File: src/gfx_defines.svh
`ifndef GFX_DEFINES_SVH
`define GFX_DEFINES_SVH

// framebuffer geometry in pixels.
`define FB_WIDTH      12
`define FB_HEIGHT     8

// stored word and per-channel widths.
`define PIXEL_BITS    12
`define CHANNEL_BITS  4

// horizontal timing, in clocks.
`define H_VISIBLE     12
`define H_FRONT       2
`define H_SYNC        3
`define H_BACK        3

// vertical timing, in lines.
`define V_VISIBLE     8
`define V_FRONT       1
`define V_SYNC        2
`define V_BACK        1

`endif

File: src/gfx_pixel_pkg.sv
`include "gfx_defines.svh"

package gfx_pixel_pkg;

  typedef logic [`CHANNEL_BITS-1:0] channel_t;

  typedef struct packed {
    channel_t red;
    channel_t grn;
    channel_t blu;
  } rgb_t;

  // one stored word, raw for the memory, split for the colour logic.
  typedef union packed {
    logic [`PIXEL_BITS-1:0] raw;
    rgb_t                   rgb;
  } pixel_word_u;

  typedef logic [$clog2(`FB_WIDTH * `FB_HEIGHT)-1:0] fb_addr_t; // row-major.

endpackage

File: src/vga_timing_pkg.sv
`include "gfx_defines.svh"

package vga_timing_pkg;

  // beam position inside the framebuffer.
  typedef logic [$clog2(`FB_WIDTH)-1:0]  fb_x_t;
  typedef logic [$clog2(`FB_HEIGHT)-1:0] fb_y_t;

  // counters span the whole line and the whole frame.
  typedef logic [$clog2(`H_VISIBLE + `H_FRONT + `H_SYNC + `H_BACK)-1:0] h_count_t;
  typedef logic [$clog2(`V_VISIBLE + `V_FRONT + `V_SYNC + `V_BACK)-1:0] v_count_t;

endpackage

File: src/gfx_test_pattern.sv
`include "gfx_defines.svh"

module gfx_test_pattern (
  input  logic                       clk,
  input  logic                       reset,
  input  logic                       pready,
  output logic                       pvalid,
  output vga_timing_pkg::fb_x_t      x,
  output vga_timing_pkg::fb_y_t      y,
  output gfx_pixel_pkg::pixel_word_u color,
  output logic                       last,
  output logic                       done
);

  localparam vga_timing_pkg::fb_x_t MAX_X = vga_timing_pkg::fb_x_t'(`FB_WIDTH - 1);
  localparam vga_timing_pkg::fb_y_t MAX_Y = vga_timing_pkg::fb_y_t'(`FB_HEIGHT - 1);

  // bar edges at one and two thirds of the width.
  localparam vga_timing_pkg::fb_x_t GRN_START = vga_timing_pkg::fb_x_t'(`FB_WIDTH / 3);
  localparam vga_timing_pkg::fb_x_t BLU_START = vga_timing_pkg::fb_x_t'((`FB_WIDTH / 3) * 2);

  localparam gfx_pixel_pkg::channel_t CH_ON  = '1;
  localparam gfx_pixel_pkg::channel_t CH_OFF = '0;

  logic accepted;

  assign accepted = pvalid && pready;
  assign last     = (x == MAX_X) && (y == MAX_Y);

  // bar colour follows the current column.
  always_comb begin
    color.rgb.red = (x < GRN_START) ? CH_ON : CH_OFF;
    color.rgb.grn = (x >= GRN_START && x < BLU_START) ? CH_ON : CH_OFF;
    color.rgb.blu = (x >= BLU_START) ? CH_ON : CH_OFF;
  end

  // raster walk, one step per accepted pixel.
  always_ff @(posedge clk) begin
    if (reset) begin
      x <= '0;
      y <= '0;
    end else if (accepted && !done) begin
      if (x == MAX_X) begin
        x <= '0;
        y <= (y == MAX_Y) ? '0 : y + 1'b1;
      end else begin
        x <= x + 1'b1;
      end
    end
  end

  always_ff @(posedge clk) begin
    if (reset) begin
      pvalid <= 1'b0;
    end else begin
      if (!done) begin
        pvalid <= 1'b1;
      end
      if (accepted) begin
        pvalid <= 1'b0; // one idle cycle per transfer.
      end
    end
  end

  always_ff @(posedge clk) begin
    if (reset) begin
      done <= 1'b0;
    end else if (accepted && last) begin
      done <= 1'b1; // held until the next reset.
    end
  end

endmodule

File: src/gfx_framebuffer.sv
`include "gfx_defines.svh"

module gfx_framebuffer (
  input  logic                       clk,
  input  logic                       pvalid,
  input  vga_timing_pkg::fb_x_t      wr_x,
  input  vga_timing_pkg::fb_y_t      wr_y,
  input  gfx_pixel_pkg::pixel_word_u wr_pixel,
  output logic                       pready,
  input  logic                       visible,
  input  vga_timing_pkg::fb_x_t      rd_x,
  input  vga_timing_pkg::fb_y_t      rd_y,
  output gfx_pixel_pkg::pixel_word_u rd_pixel
);

  localparam int WORDS = `FB_WIDTH * `FB_HEIGHT;

  logic [`PIXEL_BITS-1:0] mem [WORDS];

  gfx_pixel_pkg::fb_addr_t wr_addr;
  gfx_pixel_pkg::fb_addr_t rd_addr;
  gfx_pixel_pkg::fb_addr_t addr;

  assign wr_addr = gfx_pixel_pkg::fb_addr_t'(wr_y * `FB_WIDTH + wr_x);
  assign rd_addr = gfx_pixel_pkg::fb_addr_t'(rd_y * `FB_WIDTH + rd_x);

  // the display owns the port while the beam is visible.
  assign pready = ~visible;
  assign addr   = visible ? rd_addr : wr_addr;

  // single port, write on the handshake edge.
  always_ff @(posedge clk) begin
    if (pvalid && pready) begin
      mem[addr] <= wr_pixel.raw;
    end
    rd_pixel.raw <= mem[addr]; // ready one cycle after the address.
  end

endmodule

File: src/vga_timing.sv
`include "gfx_defines.svh"

module vga_timing (
  input  logic                  clk,
  input  logic                  reset,
  output logic                  hsync,
  output logic                  vsync,
  output logic                  visible,
  output vga_timing_pkg::fb_x_t beam_x,
  output vga_timing_pkg::fb_y_t beam_y
);

  localparam int H_TOTAL = `H_VISIBLE + `H_FRONT + `H_SYNC + `H_BACK;
  localparam int V_TOTAL = `V_VISIBLE + `V_FRONT + `V_SYNC + `V_BACK;

  localparam vga_timing_pkg::h_count_t H_LAST       = vga_timing_pkg::h_count_t'(H_TOTAL - 1);
  localparam vga_timing_pkg::h_count_t H_VIS_END    = vga_timing_pkg::h_count_t'(`H_VISIBLE);
  localparam vga_timing_pkg::h_count_t H_SYNC_START =
    vga_timing_pkg::h_count_t'(`H_VISIBLE + `H_FRONT);
  localparam vga_timing_pkg::h_count_t H_SYNC_END   =
    vga_timing_pkg::h_count_t'(`H_VISIBLE + `H_FRONT + `H_SYNC);

  localparam vga_timing_pkg::v_count_t V_LAST       = vga_timing_pkg::v_count_t'(V_TOTAL - 1);
  localparam vga_timing_pkg::v_count_t V_VIS_END    = vga_timing_pkg::v_count_t'(`V_VISIBLE);
  localparam vga_timing_pkg::v_count_t V_SYNC_START =
    vga_timing_pkg::v_count_t'(`V_VISIBLE + `V_FRONT);
  localparam vga_timing_pkg::v_count_t V_SYNC_END   =
    vga_timing_pkg::v_count_t'(`V_VISIBLE + `V_FRONT + `V_SYNC);

  vga_timing_pkg::h_count_t h_count;
  vga_timing_pkg::v_count_t v_count;
  logic                     in_visible;

  assign in_visible = (h_count < H_VIS_END) && (v_count < V_VIS_END);

  // counters start at the first visible pixel.
  always_ff @(posedge clk) begin
    if (reset) begin
      h_count <= '0;
      v_count <= '0;
    end else if (h_count == H_LAST) begin
      h_count <= '0;
      v_count <= (v_count == V_LAST) ? '0 : v_count + 1'b1;
    end else begin
      h_count <= h_count + 1'b1;
    end
  end

  always_ff @(posedge clk) begin
    if (reset) begin
      hsync   <= 1'b1;
      vsync   <= 1'b1;
      visible <= 1'b0;
      beam_x  <= '0;
      beam_y  <= '0;
    end else begin
      hsync   <= !(h_count >= H_SYNC_START && h_count < H_SYNC_END); // active low.
      vsync   <= !(v_count >= V_SYNC_START && v_count < V_SYNC_END);
      visible <= in_visible;
      beam_x  <= in_visible ? vga_timing_pkg::fb_x_t'(h_count) : '0;
      beam_y  <= in_visible ? vga_timing_pkg::fb_y_t'(v_count) : '0;
    end
  end

endmodule

File: src/vga_scanout.sv
module vga_scanout (
  input  logic                       clk,
  input  logic                       reset,
  input  logic                       hsync_in,
  input  logic                       vsync_in,
  input  logic                       visible,
  input  gfx_pixel_pkg::pixel_word_u rd_pixel,
  output logic                       hsync,
  output logic                       vsync,
  output gfx_pixel_pkg::channel_t    red,
  output gfx_pixel_pkg::channel_t    grn,
  output gfx_pixel_pkg::channel_t    blu
);

  logic visible_d;

  // one stage, matching the memory read latency.
  always_ff @(posedge clk) begin
    if (reset) begin
      hsync     <= 1'b1;
      vsync     <= 1'b1;
      visible_d <= 1'b0;
    end else begin
      hsync     <= hsync_in;
      vsync     <= vsync_in;
      visible_d <= visible;
    end
  end

  // blank outside the visible window.
  assign red = visible_d ? rd_pixel.rgb.red : '0;
  assign grn = visible_d ? rd_pixel.rgb.grn : '0;
  assign blu = visible_d ? rd_pixel.rgb.blu : '0;

endmodule

File: src/gfx_top.sv
module gfx_top (
  input  logic                    clk,
  input  logic                    reset,
  output logic                    hsync,
  output logic                    vsync,
  output gfx_pixel_pkg::channel_t red,
  output gfx_pixel_pkg::channel_t grn,
  output gfx_pixel_pkg::channel_t blu,
  output logic                    pattern_loaded
);

  logic                       pvalid;
  logic                       pready;
  vga_timing_pkg::fb_x_t      wr_x;
  vga_timing_pkg::fb_y_t      wr_y;
  gfx_pixel_pkg::pixel_word_u wr_pixel;

  logic                       hsync_raw;
  logic                       vsync_raw;
  logic                       visible;
  vga_timing_pkg::fb_x_t      beam_x;
  vga_timing_pkg::fb_y_t      beam_y;
  gfx_pixel_pkg::pixel_word_u rd_pixel;

  gfx_test_pattern pattern (
    .clk    (clk),
    .reset  (reset),
    .pready (pready),
    .pvalid (pvalid),
    .x      (wr_x),
    .y      (wr_y),
    .color  (wr_pixel),
    .last   (),
    .done   (pattern_loaded)
  );

  gfx_framebuffer fb (
    .clk      (clk),
    .pvalid   (pvalid),
    .wr_x     (wr_x),
    .wr_y     (wr_y),
    .wr_pixel (wr_pixel),
    .pready   (pready),
    .visible  (visible),
    .rd_x     (beam_x),
    .rd_y     (beam_y),
    .rd_pixel (rd_pixel)
  );

  vga_timing timing (
    .clk     (clk),
    .reset   (reset),
    .hsync   (hsync_raw),
    .vsync   (vsync_raw),
    .visible (visible),
    .beam_x  (beam_x),
    .beam_y  (beam_y)
  );

  vga_scanout scanout (
    .clk      (clk),
    .reset    (reset),
    .hsync_in (hsync_raw),
    .vsync_in (vsync_raw),
    .visible  (visible),
    .rd_pixel (rd_pixel),
    .hsync    (hsync),
    .vsync    (vsync),
    .red      (red),
    .grn      (grn),
    .blu      (blu)
  );

endmodule

File: config.mk
export PLATFORM = sky130hd
export DESIGN_NAME = gfx_top
export DESIGN_NICKNAME = d
export VERILOG_FILES = /design/src/gfx_pixel_pkg.sv /design/src/vga_timing_pkg.sv /design/src/gfx_test_pattern.sv /design/src/gfx_framebuffer.sv /design/src/vga_timing.sv /design/src/vga_scanout.sv /design/src/gfx_top.sv
export VERILOG_INCLUDE_DIRS = /design/src
export SDC_FILE = /design/constraint.sdc
export NUM_CORES = 1
export LEC_CHECK = 0
export BUFFER_PORTS_ARGS = -buffer_cell sky130_fd_sc_hd__buf_2
export CORE_MARGIN = 3
export CORE_UTILIZATION = 60
export CTS_BUF_LIST = sky130_fd_sc_hd__clkbuf_2
export DETAILED_ROUTE_END_ITERATION = 8
export PLACE_DENSITY = 0.74
export SLEW_MARGIN = 25
export SYNTH_ARGS = -nofsm -noshare
export SYNTH_HDL_FRONTEND = slang
export SYNTH_SLANG_ARGS = --single-unit
File: constraint.sdc
create_clock -name clk -period 5 [get_ports clk]
set_clock_uncertainty 0.2 [all_clocks]
set_input_delay 0.5 -clock clk [delete_from_list [all_inputs] [get_ports clk]]
set_output_delay 0.5 -clock clk [all_outputs]
set_load 0.02 [all_outputs]
==> results of run 1 <==
-- cell usage after synthesis (all sizes together), types with 2 or more instances --
master / n
nand2: 151
mux2i: 80
nand3: 17
a221oi: 4
o211ai: 5
nand4b: 2
xnor2: 7
nor3: 6
and2: 14
dfxtp: 34
or4: 4
nor2b: 7
nand2b: 4
edfxtp: 288
and3b: 2
a31oi: 4
inv: 18
o22ai: 29
buf: 38
a311oi: 3
clkbuf: 23
or2: 3
a31o: 2
a22oi: 3
nor2: 127
xor2: 3
a21o: 2
ha: 17
mux2: 4
mux4: 5
nor4: 25
o21ai: 10
a21oi: 72
fa: 4
nor3b: 2
a22o: 3
-- per-stage QoR --
| stage | power, mW | setup WS [ns] | cell area [um^2] | instances | util (%) |
|---|---|---|---|---|---|
| after detailed placement | 3.19 | 1.30 | 13900 | 1286 | 62.9 |
| after global placement | 3.19 | 1.41 | 13900 | 1286 | 62.9 |
| after global routing | 5.07 | 0.966 | 14600 | 1428 | 66.4 |
| after CTS | 4.90 | 1.24 | 14600 | 1426 | 66.3 |
| final | 4.87 | 1.24 | 14600 | 1428 | 66.4 |
| after floorplan | 3.14 | 1.32 | 13600 | 1034 | - |
-- report_power, final --
group / internal (mW) / switching [mW] / leakage (nW)
sequential: 2.89 / 0.00961 / 2.87
combinational: 0.0814 / 0.150 / 1.49
clock: 0.719 / 1.02 / 0.553
total: 3.69 / 1.18 / 4.92
-- worst min-delay path by stage --
stage                     slack (ns)             to    startpoint  cells past startpoint
after detailed placement        0.20  scanout.vsync  timing.vsync                      1
after floorplan                 0.19  scanout.hsync  timing.hsync                      1
after global placement          0.19  scanout.vsync  timing.vsync                      1
after global routing            0.24  scanout.vsync  timing.vsync                      1
after CTS                       0.22  scanout.vsync  timing.vsync                      1
final                           0.22  scanout.vsync  timing.vsync                      1
-- per-layer routing --
metal	vias to the layer above	track usage, %
li1	3962	-
met1	4187	36.0
met2	431	38.9
met3	76	6.25
met4	0	8.80
met5	-	0
-- layout by cell type, fill, tap and decap left out, drive strengths merged, types with 14 or more instances in the layout --
cell    count
clkbuf    116
o22ai      29
mux2i      80
ha         17
edfxtp    288
a21oi      72
nand2     151
buf        34
and2       14
nand3      17
inv        20
dfxtp      34
nor2      127
nor4       25
clkinv     19
-- flip-flops by register name, summed over array words and instances (netlist names), 3 cells and up --
| signal | cells |
|---|---|
| pattern.y | 3 |
| timing.h_count | 5 |
| fb.mem | 288 |
| timing.beam_x | 4 |
| fb.rd_pixel | 3 |
| timing.v_count | 4 |
| timing.beam_y | 3 |
| pattern.x | 4 |
-- repair_timing --
action	in CTS	in global routing
setup endpoints to repair	0	0
hold buffers	1	0
hold endpoints to repair	19	0
-- critical path: stages (launching register included) --
cell and delay (ns):
dfxtp_1 0.51, ha_1 0.23, inv_1 0.06, fa_1 0.40
nor2b_1 0.15, xnor2_1 0.13, nor2_1 0.05, a21oi_1 0.39
nor2b_1 0.55, nand2_1 0.39, nor2_1 0.32
-- kinds of logic after synthesis --
group / after synthesis / share of synthesized area (%)
AO/OA/AOI/OAI: 147 / 6.75
multiplexers: 89 / 7.16
XOR/XNOR: 10 / 0.644
buffers and inverters: 79 / 3.06
flip-flops: 322 / 68.6
adder cells (fa/ha/maj): 21 / 2.15
AND/OR/NAND/NOR: 366 / 11.7
-- layout make-up --
type,count,area (um^2),share of cell area (%)
Multi-Input combinational cell,633,3890,26.6
Timing Repair Buffer,35,254,1.74
Tap cell,280,350,2.40
Sequential cell,322,9330,63.8
Antenna cell,1,2.50,0.0171
Clock buffer,116,581,3.97
Inverter,18,67.6,0.462
Clock inverter,23,141,0.967
==> metrics.yaml, run 1 <==
cts.root.buffer_cell: "clkbuf_2"
io_buffer_count: 16
drtIter0Drc: 983
route.detailed.wl_per_inst_um: 21.4
cts.sinks: 322
design.portCount: 17
critical_path.max_fanout: 8
grt_max_degree: 110
min_period_over_period_pct: 75.3
hold_viol_final: 0
dpl.hpwl_mm: 17.7
area_growth_syn_to_layout_pct: 7.47
ir_drop_mv: 0.175
synth-edff-count: 288
maxSlewHeadroom_pct: 27.8
cts_tree: "done"
drc_errors: 0
rrSetupSlack_ns: 1.24
dieArea_mm2: 0.0245
max_freq_mhz: 266
path_clk_slew_ns: 0.10
drv_cap: 0
layout.nets: 1111
drive_gt1_share_pct: 15.6
wl_met1_mm: 12.5
via_count: 8656
fin_setup_tns_ns: 0
synthesis.area_mm2: 0.0136
syn_nets: 1057
synth_top_area_cell: "edfxtp_1"
clock_path_buffers: 3
post_cts_buffers: 0
first_pass_iters: 5
antenna_found_initial: 1
powerDensity_mw_per_mm2: 333
r2r_start: "pattern.x[2]"
die_h_um: 157
fp-row-count: 54
synth_cells: 1034
fp.dieW_um: 157
synthFlopType: "edfxtp_1"
min_period_ns: 3.76
reg2reg_depth: 10
start_util_pct: 61.8
leakagePower_nw: 4.92
avgSynthCellArea_um2: 13.2
hold_path.class: "flop to flop"
postSynth.asyncResetShare_pct: 0
worstMarginPinSlew_ns: 1.08
routed_wirelength_mm: 30.6
yosysWarningCount: 0
gp_routability_congestion: 0.865
via_per_inst: 6.06
grt_pass1_vias: 8538
n_fill_cell: 1626
worstPathArrival_ns: 4.07
synth_seq_cells: 322
drv_slew: 0
wl_met2_mm: 14.3
path_class: "flop to flop"
rsz0062_at_grt: "no"
ys_types: 59
grt_overflow: 0
cts_buffers: 78
cts-resized-gates: 0
crit_path_end: "fb.mem[27][7]"
grtUsageTotal_pct: 25.4
hold-worst-slack_ns: 0.218
startpoint_type: "flop"
wl_met3_mm: 3.02
htreeDepth: 3
setup_violations: 0
crit_path_start: "pattern.x[2]"
synth_top_cell_area_share_pct: 63.6
ant_nets: 0
status: "finished, final reports clean"
grt_pass1_wl_mm: 47.0
reg2reg_to: "fb.mem[27][7]"
highest_layer: "met4"
synth_area_leaders: "edfxtp_1, mux2i_1, dfxtp_1"
clk_latency_ns: 0.87
synth_seq_area_share_pct: 68.6
core_area_mm2: 0.0220
critPathRequiredTime_ns: 5.31
end_kind: "flop"
Note: power is estimated with default switching activity, not from simulation.
==> inputs of run 2 (changes only) <==
- ABC_AREA: unset -> 1
- clock period: 5 -> 3.5 ns (I/O delays scaled with it)
==> metrics.yaml, run 2 <==
status: "finished, final reports clean"
power_frac_clock_pct: 33.2
synth_seq_area_share_pct: 62.6
min_period_over_period_pct: 93.2
startpoint_type: "flop"
rrSetupSlack_ns: 0.24
reg2reg_depth: 10
leakagePower_nw: 7.07
regArea_mm2: 0.00933
path_clk_slew_ns: 0.09
ant_nets: 0
fin_ws_ns: 0.239
start_util_pct: 61.1
synth_top_cell_area_share_pct: 58.0
clk_latency_ns: 0.83
final_common_cell: "nand2_1"
largest_register_ffs: 288
grtUsageTotal_pct: 25.3
synth_cells: 1580
cts_buffers: 79
regMostFlops: "fb.mem"
synthesis.area_mm2: 0.0149
fp-row-count: 57
via_per_inst: 5.14
design.portCount: 17
hp-start: "reset"
dpl_cell_area_mm2: 0.0153
antenna_found_initial: 1
grt_pass1_vias: 10399
dp_slack_ns: 0.267
io_buffer_count: 16
worstPathArrival_ns: 3.57
whs_path_depth: 3
final_cell_area_mm2: 0.0160
route.detailed.wl_per_inst_um: 16.1
routed_wirelength_mm: 32.6
drc_errors: 0
first_pass_iters: 5
synth_top_area_cell: "edfxtp_1"
syn_nets: 1603
gp_routability_congestion: 0.834
yosys-top-cells-count: "nand2_1, edfxtp_1, inv_1"
fin_setup_tns_ns: 0
final-instance-count-excl-fill: 2022
avgSynthCellArea_um2: 9.44
cts_tree: "done"
htreeDepth: 3
maxSlewHeadroom_pct: 44.9
dieArea_mm2: 0.0268
multiInputGateArea_mm2: 0.00424
synth_seq_cells: 322
worstMarginPinSlew_ns: 0.826
final_cell_mix: "nand2_1, edfxtp_1, inv_1, nor2_1, nand3_1"
synth-edff-count: 288
grt_pass1_wl_mm: 51.4
hold-worst-slack_ns: 0.159
hold_path.class: "input port to flop"
area_growth_syn_to_layout_pct: 7.22
cts-resized-gates: 0
yosysWarningCount: 0
min_to: "pattern.done"
die_h_um: 164
switchingPower_mw: 1.81
r2r_start: "timing.beam_y[1]"
grt_max_degree: 101
seq_power_share_pct: 59.1
layout.nets: 1664
dpl.hpwl_mm: 20.2
reg2reg_to: "fb.mem[50][3]"
setup_violations: 0
core_area_mm2: 0.0244
drv_cap: 0
post-place-cells: 1883
hold_viol_final: 0
synthFlopType: "edfxtp_1"
top_regs: "fb.mem: 288 flops, timing.h_count: 5 flops"
ys_types: 39
switching_share_pct: 25.7
end_kind: "flop"
critical_path.max_fanout: 8
fp.dieW_um: 164
min_period_ns: 3.26
cts.root.buffer_cell: "clkbuf_2"
drtIter0Drc: 973
grt_overflow: 0
cts.sinks: 322
path_class: "flop to flop"
ir_drop_mv: 0.343
pwr-share-comb_pct: 7.7
drive_gt1_share_pct: 11.8
clock_path_buffers: 3
synth_most_common_cell: "nand2_1"
n_fill_cell: 1986
critPathRequiredTime_ns: 3.81
rsz0062_at_grt: "no"
max_freq_mhz: 307
postSynth.asyncResetShare_pct: 0
powerDensity_mw_per_mm2: 439
internal_power_mw: 5.21
via_count: 10402
drv_slew: 0
synth_area_leaders: "edfxtp_1, nand2_1, inv_1"
## run 2: changes by cell type after synthesis, moves of 13 or more
cell      change
nand2_1     +371
inv_1       +225
nand3_1     +109
mux2i_1      -79
nor2_1       +61
a21oi_1      -58
o22ai_1      -29
nor4_1       -24
clkbuf_1     -19
buf_2        +15
and2_1       -13
buf_4        +13
## run 2: layer usage
| layer | up-vias | wire length, um | share of wire [%] | track usage, % |
|---|---|---|---|---|
| li1 | 5134 | - | - | - |
| met1 | 4793 | 13100 | 40 | 31.8 |
| met2 | 389 | 15700 | 48 | 41.8 |
| met3 | 86 | 2750 | 8.4 | 5.45 |
| met4 | 0 | 1120 | 3.4 | 12.2 |
| met5 | - | 0 | 0 | 0 |
## run 2: critical path, cell delays in order, from the launching register on
cell and delay, ns:
dfxtp_1 0.34, ha_1 0.30, inv_1 0.06, fa_1 0.40, nor2_1 0.15, nand2_1 0.08
xor2_1 0.15, o21ai_1 0.19, and2_1 0.44, nand2_1 0.34, nor2_1 0.32
## run 2: power by group through the flow
| stage | registers [mW] | logic [mW] | clock network, mW |
|---|---|---|---|
| floorplan | 4.23 | 0.390 | 0 |
| global placement | 4.24 | 0.524 | 0 |
| detailed placement | 4.24 | 0.534 | 0 |
| CTS | 4.15 | 0.537 | 2.38 |
| global route | 4.15 | 0.599 | 2.58 |
| finish | 4.15 | 0.541 | 2.33 |
## run 2: cell families after synthesis
group | synth area share (%)
xor gates and xnor gates | 0.352
AOI/OAI and AO/OA | 1.76
DFF | 62.6
and+or+nand+nor | 24.2
buffers and inverters | 9.18
adders and majority gates | 1.96
## run 2: how the worst max path moves through the flow
stage / startpoint / endpoint / slack, ns / depth (start not counted)
5_1_grt: pattern.y[1] / fb.mem[54][3] / 0.04 / 11
4_1_cts: timing.beam_y[1] / fb.mem[36][10] / 0.24 / 10
3_3_place_gp: timing.beam_y[1] / fb.mem[36][10] / 0.26 / 10
2_1_floorplan: pattern.x[3] / fb.mem[0][10] / 0.04 / 1
6_report: timing.beam_y[1] / fb.mem[50][3] / 0.24 / 10
3_5_place_dp: timing.beam_y[1] / fb.mem[36][10] / 0.27 / 10
## run 2: final cells by class
class,instances,area share [%]
clock buffers,111,3.47
inverters,251,5.94
clock inverters,26,0.798
multi-input cells,939,26.5
repair buffers,48,2.36
diodes,1,0.0157
flip-flops and latches,322,58.4
well taps,324,2.54
## run 2: metrics by stage
| stage | util (%) | power [mW] |
|---|---|---|
| after detailed placement | 62.7 | 4.77 |
| final | 65.6 | 7.02 |
| after global routing | 65.6 | 7.33 |
| after global placement | 62.7 | 4.76 |
| after CTS | 65.5 | 7.07 |
| after floorplan | - | 4.62 |
## run 2: timing repair
| item | CTS | global route |
|---|---|---|
| buffers inserted | 0 | 0 |
| hold buffers | 1 | 0 |
| endpoints found under the hold margin | 31 | 0 |
